--- src/hdl/fe_settings.svh ---
// build settings for the fetch front end
// the line size is fixed at two 32-bit instructions (8 bytes)
// only FE_IBUF_DEPTH may be changed, any value of 1 or more
`ifndef FE_SETTINGS_SVH
`define FE_SETTINGS_SVH

// ============================================================
// addresses and instructions
// ============================================================
`define FE_VADDR_W    32            // virtual byte address
`define FE_INST_W     32            // one RV32 instruction

// ============================================================
// memory line
// ============================================================
`define FE_LINE_INSTS 2             // instructions per line
`define FE_LINE_BYTES 8             // keep equal to insts * 4

// reset vector, must be 4-byte aligned
`define FE_PC_RESET   32'h0000_1000

// lines held by the instruction buffer
`define FE_IBUF_DEPTH 2

`endif

--- src/hdl/fe_pkg.sv ---
// shared types of the fetch front end
// trap kinds carry their RISC-V cause code, so the code also
// indexes medeleg; non-trap flush kinds sit at 16 and up
`include "fe_settings.svh"

package fe_pkg;

  typedef logic [`FE_VADDR_W-1:0]                 vaddr_t;
  typedef logic [`FE_INST_W-1:0]                  inst_t;
  typedef logic [`FE_LINE_INSTS*`FE_INST_W-1:0]   line_t;   // lowest address in low bits
  typedef logic [$clog2(`FE_LINE_INSTS)-1:0]      slot_t;   // instruction index in a line

  // flush kinds reported by the committer
  typedef enum logic [4:0] {
    INST_ACC_FAULT = 5'd1,
    ILLEGAL_INST   = 5'd2,
    ECALL_U        = 5'd8,
    ECALL_S        = 5'd9,
    ECALL_M        = 5'd11,
    SILENT_FLUSH   = 5'd16,
    ANOTHER_FLUSH  = 5'd17,
    MRET           = 5'd18,
    SRET           = 5'd19
  } except_t;

  typedef struct packed {
    logic    valid;
    except_t kind;
    vaddr_t  epc;
  } commit_t;

  typedef struct packed {
    logic   valid;
    logic   mispredict;
    vaddr_t target;
  } br_upd_t;

  typedef struct packed {
    vaddr_t      mtvec;
    vaddr_t      stvec;
    vaddr_t      mepc;
    vaddr_t      sepc;
    logic [15:0] medeleg;   // one bit per exception cause
  } csr_info_t;

  typedef struct packed {
    logic   valid;
    vaddr_t target;
  } redirect_t;

  typedef struct packed {
    vaddr_t addr;    // line aligned
    slot_t  slot;    // first slot to hand out
    line_t  data;
  } fetch_line_t;

  typedef struct packed {
    vaddr_t pc;
    inst_t  inst;
  } disp_inst_t;

  typedef enum logic [2:0] {
    INIT,
    FETCH_REQ,
    WAIT_ACK,
    WAIT_ACK_LOW,
    WAIT_IBUF_FREE
  } fetch_state_t;

endpackage

--- src/hdl/fe_redirect.sv ---
// redirect target selection, purely combinational
// a committed flush wins over a branch mispredict in the same cycle
// trap kinds are delegated to S-mode by the medeleg bit at their cause

module fe_redirect (
  input  fe_pkg::commit_t   i_commit,
  input  fe_pkg::br_upd_t   i_br_upd,
  input  fe_pkg::csr_info_t i_csr,
  output fe_pkg::redirect_t o_redirect
);

  import fe_pkg::*;

  logic   w_br_flush;
  logic   w_delegated;
  vaddr_t w_trap_vec;
  vaddr_t w_commit_target;

  assign w_br_flush = i_br_upd.valid & i_br_upd.mispredict;

  // trap cause codes are all below 16, low four bits pick the medeleg bit
  assign w_delegated = i_csr.medeleg[i_commit.kind[3:0]];
  assign w_trap_vec  = w_delegated ? i_csr.stvec : i_csr.mtvec;

  // ============================================================
  // commit target by flush kind
  // ============================================================
  always_comb begin
    case (i_commit.kind)
      SILENT_FLUSH:  w_commit_target = i_commit.epc + vaddr_t'(4);  // resume after it
      ANOTHER_FLUSH: w_commit_target = i_commit.epc;                // replay it
      MRET:          w_commit_target = i_csr.mepc;
      SRET:          w_commit_target = i_csr.sepc;
      INST_ACC_FAULT,
      ILLEGAL_INST,
      ECALL_U,
      ECALL_S,
      ECALL_M:       w_commit_target = w_trap_vec;
      default:       w_commit_target = i_csr.mtvec;  // unknown kind, take M-mode trap
    endcase
  end

  // commit first, then branch
  always_comb begin
    o_redirect.valid  = i_commit.valid | w_br_flush;
    o_redirect.target = i_commit.valid ? w_commit_target : i_br_upd.target;
  end

endmodule

--- src/hdl/fe_fetch_ctrl.sv ---
// fetch FSM with PC register and four-phase memory requester
// one request in flight at most; the address is held in its own
// register so a redirect never moves it while req is high
// a line fetched before a redirect is finished and thrown away
`include "fe_settings.svh"

module fe_fetch_ctrl (
  input  logic                i_clk,
  input  logic                i_reset_n,
  input  fe_pkg::redirect_t   i_redirect,
  input  logic                i_ibuf_free,
  output logic                o_mem_req,
  output fe_pkg::vaddr_t      o_mem_addr,
  input  logic                i_mem_ack,
  input  fe_pkg::line_t       i_mem_data,
  output logic                o_line_load,
  output fe_pkg::fetch_line_t o_line
);

  import fe_pkg::*;

  localparam int LINE_OFS = $clog2(`FE_LINE_BYTES);
  localparam int INST_OFS = $clog2(`FE_INST_W / 8);

  fetch_state_t r_state;
  fetch_state_t w_state_next;
  vaddr_t       r_pc;
  vaddr_t       w_pc_next;
  vaddr_t       w_pc_line;
  vaddr_t       r_req_addr;
  logic         r_stale;
  logic         w_stale_next;
  logic         w_issue;

  assign w_pc_line = {r_pc[`FE_VADDR_W-1:LINE_OFS], {LINE_OFS{1'b0}}};

  // capture on first ack, unless the request belongs to an old path
  assign o_line_load = (r_state == WAIT_ACK) & i_mem_ack & ~r_stale & ~i_redirect.valid;

  // ============================================================
  // next state and PC
  // ============================================================
  always_comb begin
    w_state_next = r_state;
    w_pc_next    = r_pc;
    w_stale_next = r_stale;
    w_issue      = 1'b0;

    case (r_state)
      INIT: begin
        w_state_next = FETCH_REQ;
      end
      FETCH_REQ, WAIT_IBUF_FREE: begin
        if (i_redirect.valid) begin
          w_state_next = FETCH_REQ;  // buffer is emptied, retry next cycle
        end else if (i_ibuf_free) begin
          w_issue      = 1'b1;
          w_state_next = WAIT_ACK;
        end else begin
          w_state_next = WAIT_IBUF_FREE;
        end
      end
      WAIT_ACK: begin
        if (i_redirect.valid) begin
          w_stale_next = 1'b1;
        end
        if (i_mem_ack) begin
          w_state_next = WAIT_ACK_LOW;
          if (o_line_load) begin
            w_pc_next = r_req_addr + vaddr_t'(`FE_LINE_BYTES);  // sequential line
          end
        end
      end
      WAIT_ACK_LOW: begin
        if (i_redirect.valid) begin
          w_stale_next = 1'b1;
        end
        if (!i_mem_ack) begin
          w_state_next = FETCH_REQ;
          w_stale_next = 1'b0;    // handshake idle again
        end
      end
      default: begin
        w_state_next = INIT;
      end
    endcase

    // a redirect always wins the PC
    if (i_redirect.valid) begin
      w_pc_next = i_redirect.target;
    end
  end

  always_ff @(posedge i_clk or negedge i_reset_n) begin
    if (!i_reset_n) begin
      r_state <= INIT;
      r_pc    <= vaddr_t'(`FE_PC_RESET);
      r_stale <= 1'b0;
    end else begin
      r_state <= w_state_next;
      r_pc    <= w_pc_next;
      r_stale <= w_stale_next;
    end
  end

  always_ff @(posedge i_clk) begin
    if (w_issue) begin
      r_req_addr <= w_pc_line;
    end
  end

  // ============================================================
  // memory port and line out
  // ============================================================
  assign o_mem_req  = (r_state == WAIT_ACK);
  assign o_mem_addr = r_req_addr;

  always_comb begin
    o_line.addr = r_req_addr;
    o_line.slot = r_pc[LINE_OFS-1:INST_OFS];  // pc still points into this line
    o_line.data = i_mem_data;
  end

endmodule

--- src/hdl/fe_inst_buffer.sv ---
// line FIFO feeding dispatch one instruction at a time
// the head entry's slot field doubles as the slot pointer and is
// advanced in place; a line is popped after its last slot goes out
// the writer must only load while o_free is high
`include "fe_settings.svh"

module fe_inst_buffer (
  input  logic                i_clk,
  input  logic                i_reset_n,
  input  logic                i_flush,
  input  logic                i_line_load,
  input  fe_pkg::fetch_line_t i_line,
  output logic                o_free,
  output logic                o_disp_valid,
  output fe_pkg::disp_inst_t  o_disp,
  input  logic                i_disp_ready
);

  import fe_pkg::*;

  localparam int DEPTH    = `FE_IBUF_DEPTH;
  localparam int PTR_W    = (DEPTH > 1) ? $clog2(DEPTH) : 1;
  localparam int CNT_W    = $clog2(DEPTH + 1);
  localparam int LINE_OFS = $clog2(`FE_LINE_BYTES);
  localparam int INST_OFS = $clog2(`FE_INST_W / 8);

  fetch_line_t      r_lines [DEPTH];
  logic [PTR_W-1:0] r_wr_ptr;
  logic [PTR_W-1:0] r_rd_ptr;
  logic [CNT_W-1:0] r_count;
  fetch_line_t      w_head;
  logic             w_load;
  logic             w_pop_inst;
  logic             w_last_slot;
  logic             w_pop_line;

  function automatic logic [PTR_W-1:0] ptr_inc(input logic [PTR_W-1:0] ptr);
    return (ptr == PTR_W'(DEPTH - 1)) ? '0 : ptr + 1'b1;
  endfunction

  assign w_head      = r_lines[r_rd_ptr];
  assign w_load      = i_line_load & ~i_flush;
  assign w_pop_inst  = o_disp_valid & i_disp_ready;
  assign w_last_slot = (w_head.slot == slot_t'(`FE_LINE_INSTS - 1));
  assign w_pop_line  = w_pop_inst & w_last_slot;

  // ============================================================
  // pointers and occupancy
  // ============================================================
  always_ff @(posedge i_clk or negedge i_reset_n) begin
    if (!i_reset_n) begin
      r_wr_ptr <= '0;
      r_rd_ptr <= '0;
      r_count  <= '0;
    end else if (i_flush) begin
      r_wr_ptr <= '0;  // whole buffer dropped on redirect
      r_rd_ptr <= '0;
      r_count  <= '0;
    end else begin
      if (w_load) begin
        r_wr_ptr <= ptr_inc(r_wr_ptr);
      end
      if (w_pop_line) begin
        r_rd_ptr <= ptr_inc(r_rd_ptr);
      end
      r_count <= r_count + CNT_W'(w_load) - CNT_W'(w_pop_line);
    end
  end

  // write and head slot update never hit the same entry
  always_ff @(posedge i_clk) begin
    if (w_load) begin
      r_lines[r_wr_ptr] <= i_line;
    end
    if (w_pop_inst && !w_last_slot) begin
      r_lines[r_rd_ptr].slot <= w_head.slot + 1'b1;
    end
  end

  assign o_free       = (r_count != CNT_W'(DEPTH));
  assign o_disp_valid = (r_count != '0);

  always_comb begin
    o_disp.pc   = {w_head.addr[`FE_VADDR_W-1:LINE_OFS], w_head.slot, {INST_OFS{1'b0}}};
    o_disp.inst = w_head.data[w_head.slot*`FE_INST_W +: `FE_INST_W];
  end

endmodule

--- src/hdl/fe_frontend.sv ---
// fetch front end top, wiring only
// every redirect flushes the buffer and restarts fetch at its target

module fe_frontend (
  input  logic               i_clk,
  input  logic               i_reset_n,

  // commit, branch resolution and trap CSRs
  input  fe_pkg::commit_t    i_commit,
  input  fe_pkg::br_upd_t    i_br_upd,
  input  fe_pkg::csr_info_t  i_csr,

  // instruction memory, four-phase req/ack
  output logic               o_mem_req,
  output fe_pkg::vaddr_t     o_mem_addr,
  input  logic               i_mem_ack,
  input  fe_pkg::line_t      i_mem_data,

  // dispatch, valid/ready
  output logic               o_disp_valid,
  output fe_pkg::disp_inst_t o_disp,
  input  logic               i_disp_ready
);

  import fe_pkg::*;

  redirect_t   w_redirect;
  logic        w_line_load;
  fetch_line_t w_line;
  logic        w_ibuf_free;

  fe_redirect fe_redirect_i (
    .i_commit   (i_commit),
    .i_br_upd   (i_br_upd),
    .i_csr      (i_csr),
    .o_redirect (w_redirect)
  );

  fe_fetch_ctrl fe_fetch_ctrl_i (
    .i_clk       (i_clk),
    .i_reset_n   (i_reset_n),
    .i_redirect  (w_redirect),
    .i_ibuf_free (w_ibuf_free),
    .o_mem_req   (o_mem_req),
    .o_mem_addr  (o_mem_addr),
    .i_mem_ack   (i_mem_ack),
    .i_mem_data  (i_mem_data),
    .o_line_load (w_line_load),
    .o_line      (w_line)
  );

  fe_inst_buffer fe_inst_buffer_i (
    .i_clk        (i_clk),
    .i_reset_n    (i_reset_n),
    .i_flush      (w_redirect.valid),
    .i_line_load  (w_line_load),
    .i_line       (w_line),
    .o_free       (w_ibuf_free),
    .o_disp_valid (o_disp_valid),
    .o_disp       (o_disp),
    .i_disp_ready (i_disp_ready)
  );

endmodule

--- config.mk ---
export PLATFORM = sky130hd
export DESIGN_NAME = fe_frontend
export DESIGN_NICKNAME = d
export VERILOG_FILES = /design/src/hdl/fe_pkg.sv /design/src/hdl/fe_redirect.sv /design/src/hdl/fe_fetch_ctrl.sv /design/src/hdl/fe_inst_buffer.sv /design/src/hdl/fe_frontend.sv
export VERILOG_INCLUDE_DIRS = /design/src /design/src/hdl
export SDC_FILE = /design/constraint.sdc
export NUM_CORES = 1
export LEC_CHECK = 0
export ABC_AREA = 1
export BUFFER_PORTS_ARGS = -buffer_cell sky130_fd_sc_hd__buf_2
export CAP_MARGIN = 20
export CORE_MARGIN = 1
export CORE_UTILIZATION = 49
export DETAILED_ROUTE_END_ITERATION = 8
export PLACE_DENSITY = 0.78
export SYNTH_ARGS = -nofsm -noshare
export SYNTH_HDL_FRONTEND = slang
export SYNTH_HIERARCHICAL = 1
export SYNTH_SLANG_ARGS = --single-unit
--- constraint.sdc ---
create_clock -name i_clk -period 6.3 [get_ports i_clk]
set_input_delay 0.63 -clock i_clk [delete_from_list [all_inputs] [get_ports i_clk]]
set_output_delay 0.63 -clock i_clk [all_outputs]
set_load 0.005 [all_outputs]
==> out/qor.yml <==
fp.dieW_um: 175.0
post-route-drc-count: 0
top_layer: "met5"
hpwlAfterDp_um: 31700
yosysWarningCount: 6
powerDensity_nw_per_um2: 243.7
hp-class: "in -> async"
syn_inst: 1775
drive_gt1_share_pct: 23.49
final_hold_viol_count: 0
cp_slowest_stage_delay_ns: 0.67
cts_setup_buffers: 0
port_buffers: 364
setup_tns_ns: 0
synthesis.area_sq_um: 14670
finalCriticalPeriod_ns: 3.279
worst_pin_slew_ns: 0.9553
grt_overflow: 0
nNetsFinal: 2305
rsz0062_at_grt: "false"
crit_type: "in -> reg"
cts_resized: 0
critPathLaunch: "i_commit[37]"
areaGrowthSynthToFinish_pct: 14.61
setup_viol: 0
met1_length_um: 17710
endpoint_kind: "flip-flop"
p_leak_uw: 0.007530
drtIter0Drc: 1073
fin_ws_ns: 3.021
grt_start_max_net_pins: 97
clkSinkCount: 255
num_vias: 12870
multiInputGateArea_sq_um: 5649
gp_congestion: 1.003
nFillCells: 2594
cts_tree: "built"
slew_viol_final: 0
clock.fmax_mhz: 305.0
drtAntennaViolNets: 0
r2r-start: "fe_fetch_ctrl_i/r_state[0]"
grtUsageTotal_pct: 27.61
clk_latency_ns: 0.53
crit_fanout: 51
finClkSkew_ns: 0.009470
drt-total-wl_um: 43000
clock_path_buffers: 3
synth.avg_cell_area_sq_um: 8.265
dp_slack_ns: 2.478
crit_slowest_cell: "nor2_4"
startpoint_type: "primary input"
dpl_cell_area_sq_um: 15940
wl_met3_um: 3142
p_total_uw: 4097
regArea_sq_um: 7470
routed-wl-met2_um: 20370
h-tree-depth: 1
drtPass1Iterations: 5
slew_headroom_pct: 36.31
post_drt_wl_per_cell_um: 17.76
core_sq_um: 29090
fin_crit_sh_pct: 52.04
cap_violations: 0
cts.clk_slew.worst_paths_ns: 0.06
fin_area_sq_um: 16810
grt_pass1_wl_um: 65790
viasPerCell: 5.312
hold_buffers: 0
vdd_drop_max_mv: 0.1917
pin_count: 382
antenna_found_initial: 4
rows: 62
status: "finished, final reports clean"
cts_made_buffers: 25
die_y_um: 175.0
crit_arrival_ns: 3.48
cts-root-buf: "clkbuf_16"
first_global_vias: 12400
die-area_sq_um: 30640
crit_chain: "buf_2 -> buf_4 -> clkinv_1 -> buf_4 -> nand2_1 -> inv_2 -> nand2_4 -> inv_4 -> nand2_1 -> nor2_4 -> buf_12"
crit_required_ns: 6.50
final_util_pct: 57.80
initial_core_util_pct: 50.43
routing by layer:
| layer | vias up | global-route usage [%] |
|---|---|---|
| li1 | 6192 | - |
| met1 | 6027 | 35.81 |
| met2 | 542 | 46.23 |
| met3 | 102 | 4.156 |
| met4 | 2 | 11.30 |
| met5 | - | 0 |
final cells by class:
| type | count | area share [%] |
|---|---|---|
| Multi-Input combinational cell | 1252 | 33.60 |
| Timing Repair Buffer | 375 | 11.52 |
| Sequential cell | 255 | 44.43 |
| Tap cell | 384 | 2.858 |
| Inverter | 108 | 2.493 |
| Clock inverter | 14 | 0.9600 |
| Clock buffer | 31 | 4.100 |
| Antenna cell | 3 | 0.04465 |
registers in the layout, summed over array words and instances, names as in the netlist:
register and cells:
fe_inst_buffer_i/r_lines 188, fe_fetch_ctrl_i/r_pc 30, fe_fetch_ctrl_i/o_mem_addr 29, fe_fetch_ctrl_i/r_state 3, fe_inst_buffer_i/r_count 2, fe_fetch_ctrl_i/r_stale 1, fe_inst_buffer_i/r_rd_ptr 1, fe_inst_buffer_i/r_wr_ptr 1
critical path: cells and delay by family:
kind	cells	cell delay, ns
buffers and inverters	7	1.61
AND/OR/NAND/NOR	4	1.16
metrics by stage:
stage / hold WS, ns / cells
floorplan: 0.3344 / 1778
global placement: 0.4303 / 2373
detailed placement: 0.4323 / 2373
CTS: 0.2617 / 2418
global route: 0.2639 / 2422
finish: 0.2260 / 2422
report_power, final:
| group | internal (uW) | switching (uW) |
|---|---|---|
| clock network | 903 | 621 |
| logic | 202 | 346 |
| registers | 1940 | 84.2 |
worst paths after layout:
path,to,slack (ns),depth (start not counted)
worst min register to register,fe_fetch_ctrl_i/o_mem_addr[3],0.45,0
worst max-delay path,fe_inst_buffer_i/r_lines[0][84],3.02,11
max in group asynchronous,fe_inst_buffer_i/r_rd_ptr,5.40,1
worst max register to register,fe_inst_buffer_i/r_lines[0][84],3.47,10
min in group i_clk,fe_inst_buffer_i/r_lines[0][32],0.29,1
worst min-delay path,fe_fetch_ctrl_i/r_pc[26],0.23,1
cell usage in the layout (no fill, tap or decap), drive strengths merged:
| cell | count |
|---|---|
| a211oi | 3 |
| a21boi | 4 |
| a21o | 4 |
| a21oi | 12 |
| a22o | 1 |
| a31oi | 7 |
| and2 | 1 |
| and3 | 1 |
| buf | 375 |
| bufinv | 3 |
| clkbuf | 31 |
| clkinv | 14 |
| clkinvlp | 1 |
| conb | 5 |
| dfrtp | 37 |
| dfstp | 1 |
| diode | 3 |
| edfxtp | 217 |
| ha | 4 |
| inv | 104 |
| nand2 | 698 |
| nand3 | 146 |
| nand3b | 4 |
| nand4 | 18 |
| nor2 | 156 |
| nor3 | 16 |
| nor3b | 1 |
| nor4 | 1 |
| o211ai | 12 |
| o21ai | 95 |
| o21bai | 1 |
| o22ai | 2 |
| or2 | 44 |
| xnor2 | 7 |
| xor2 | 9 |
(Power assumes the default switching activity.)
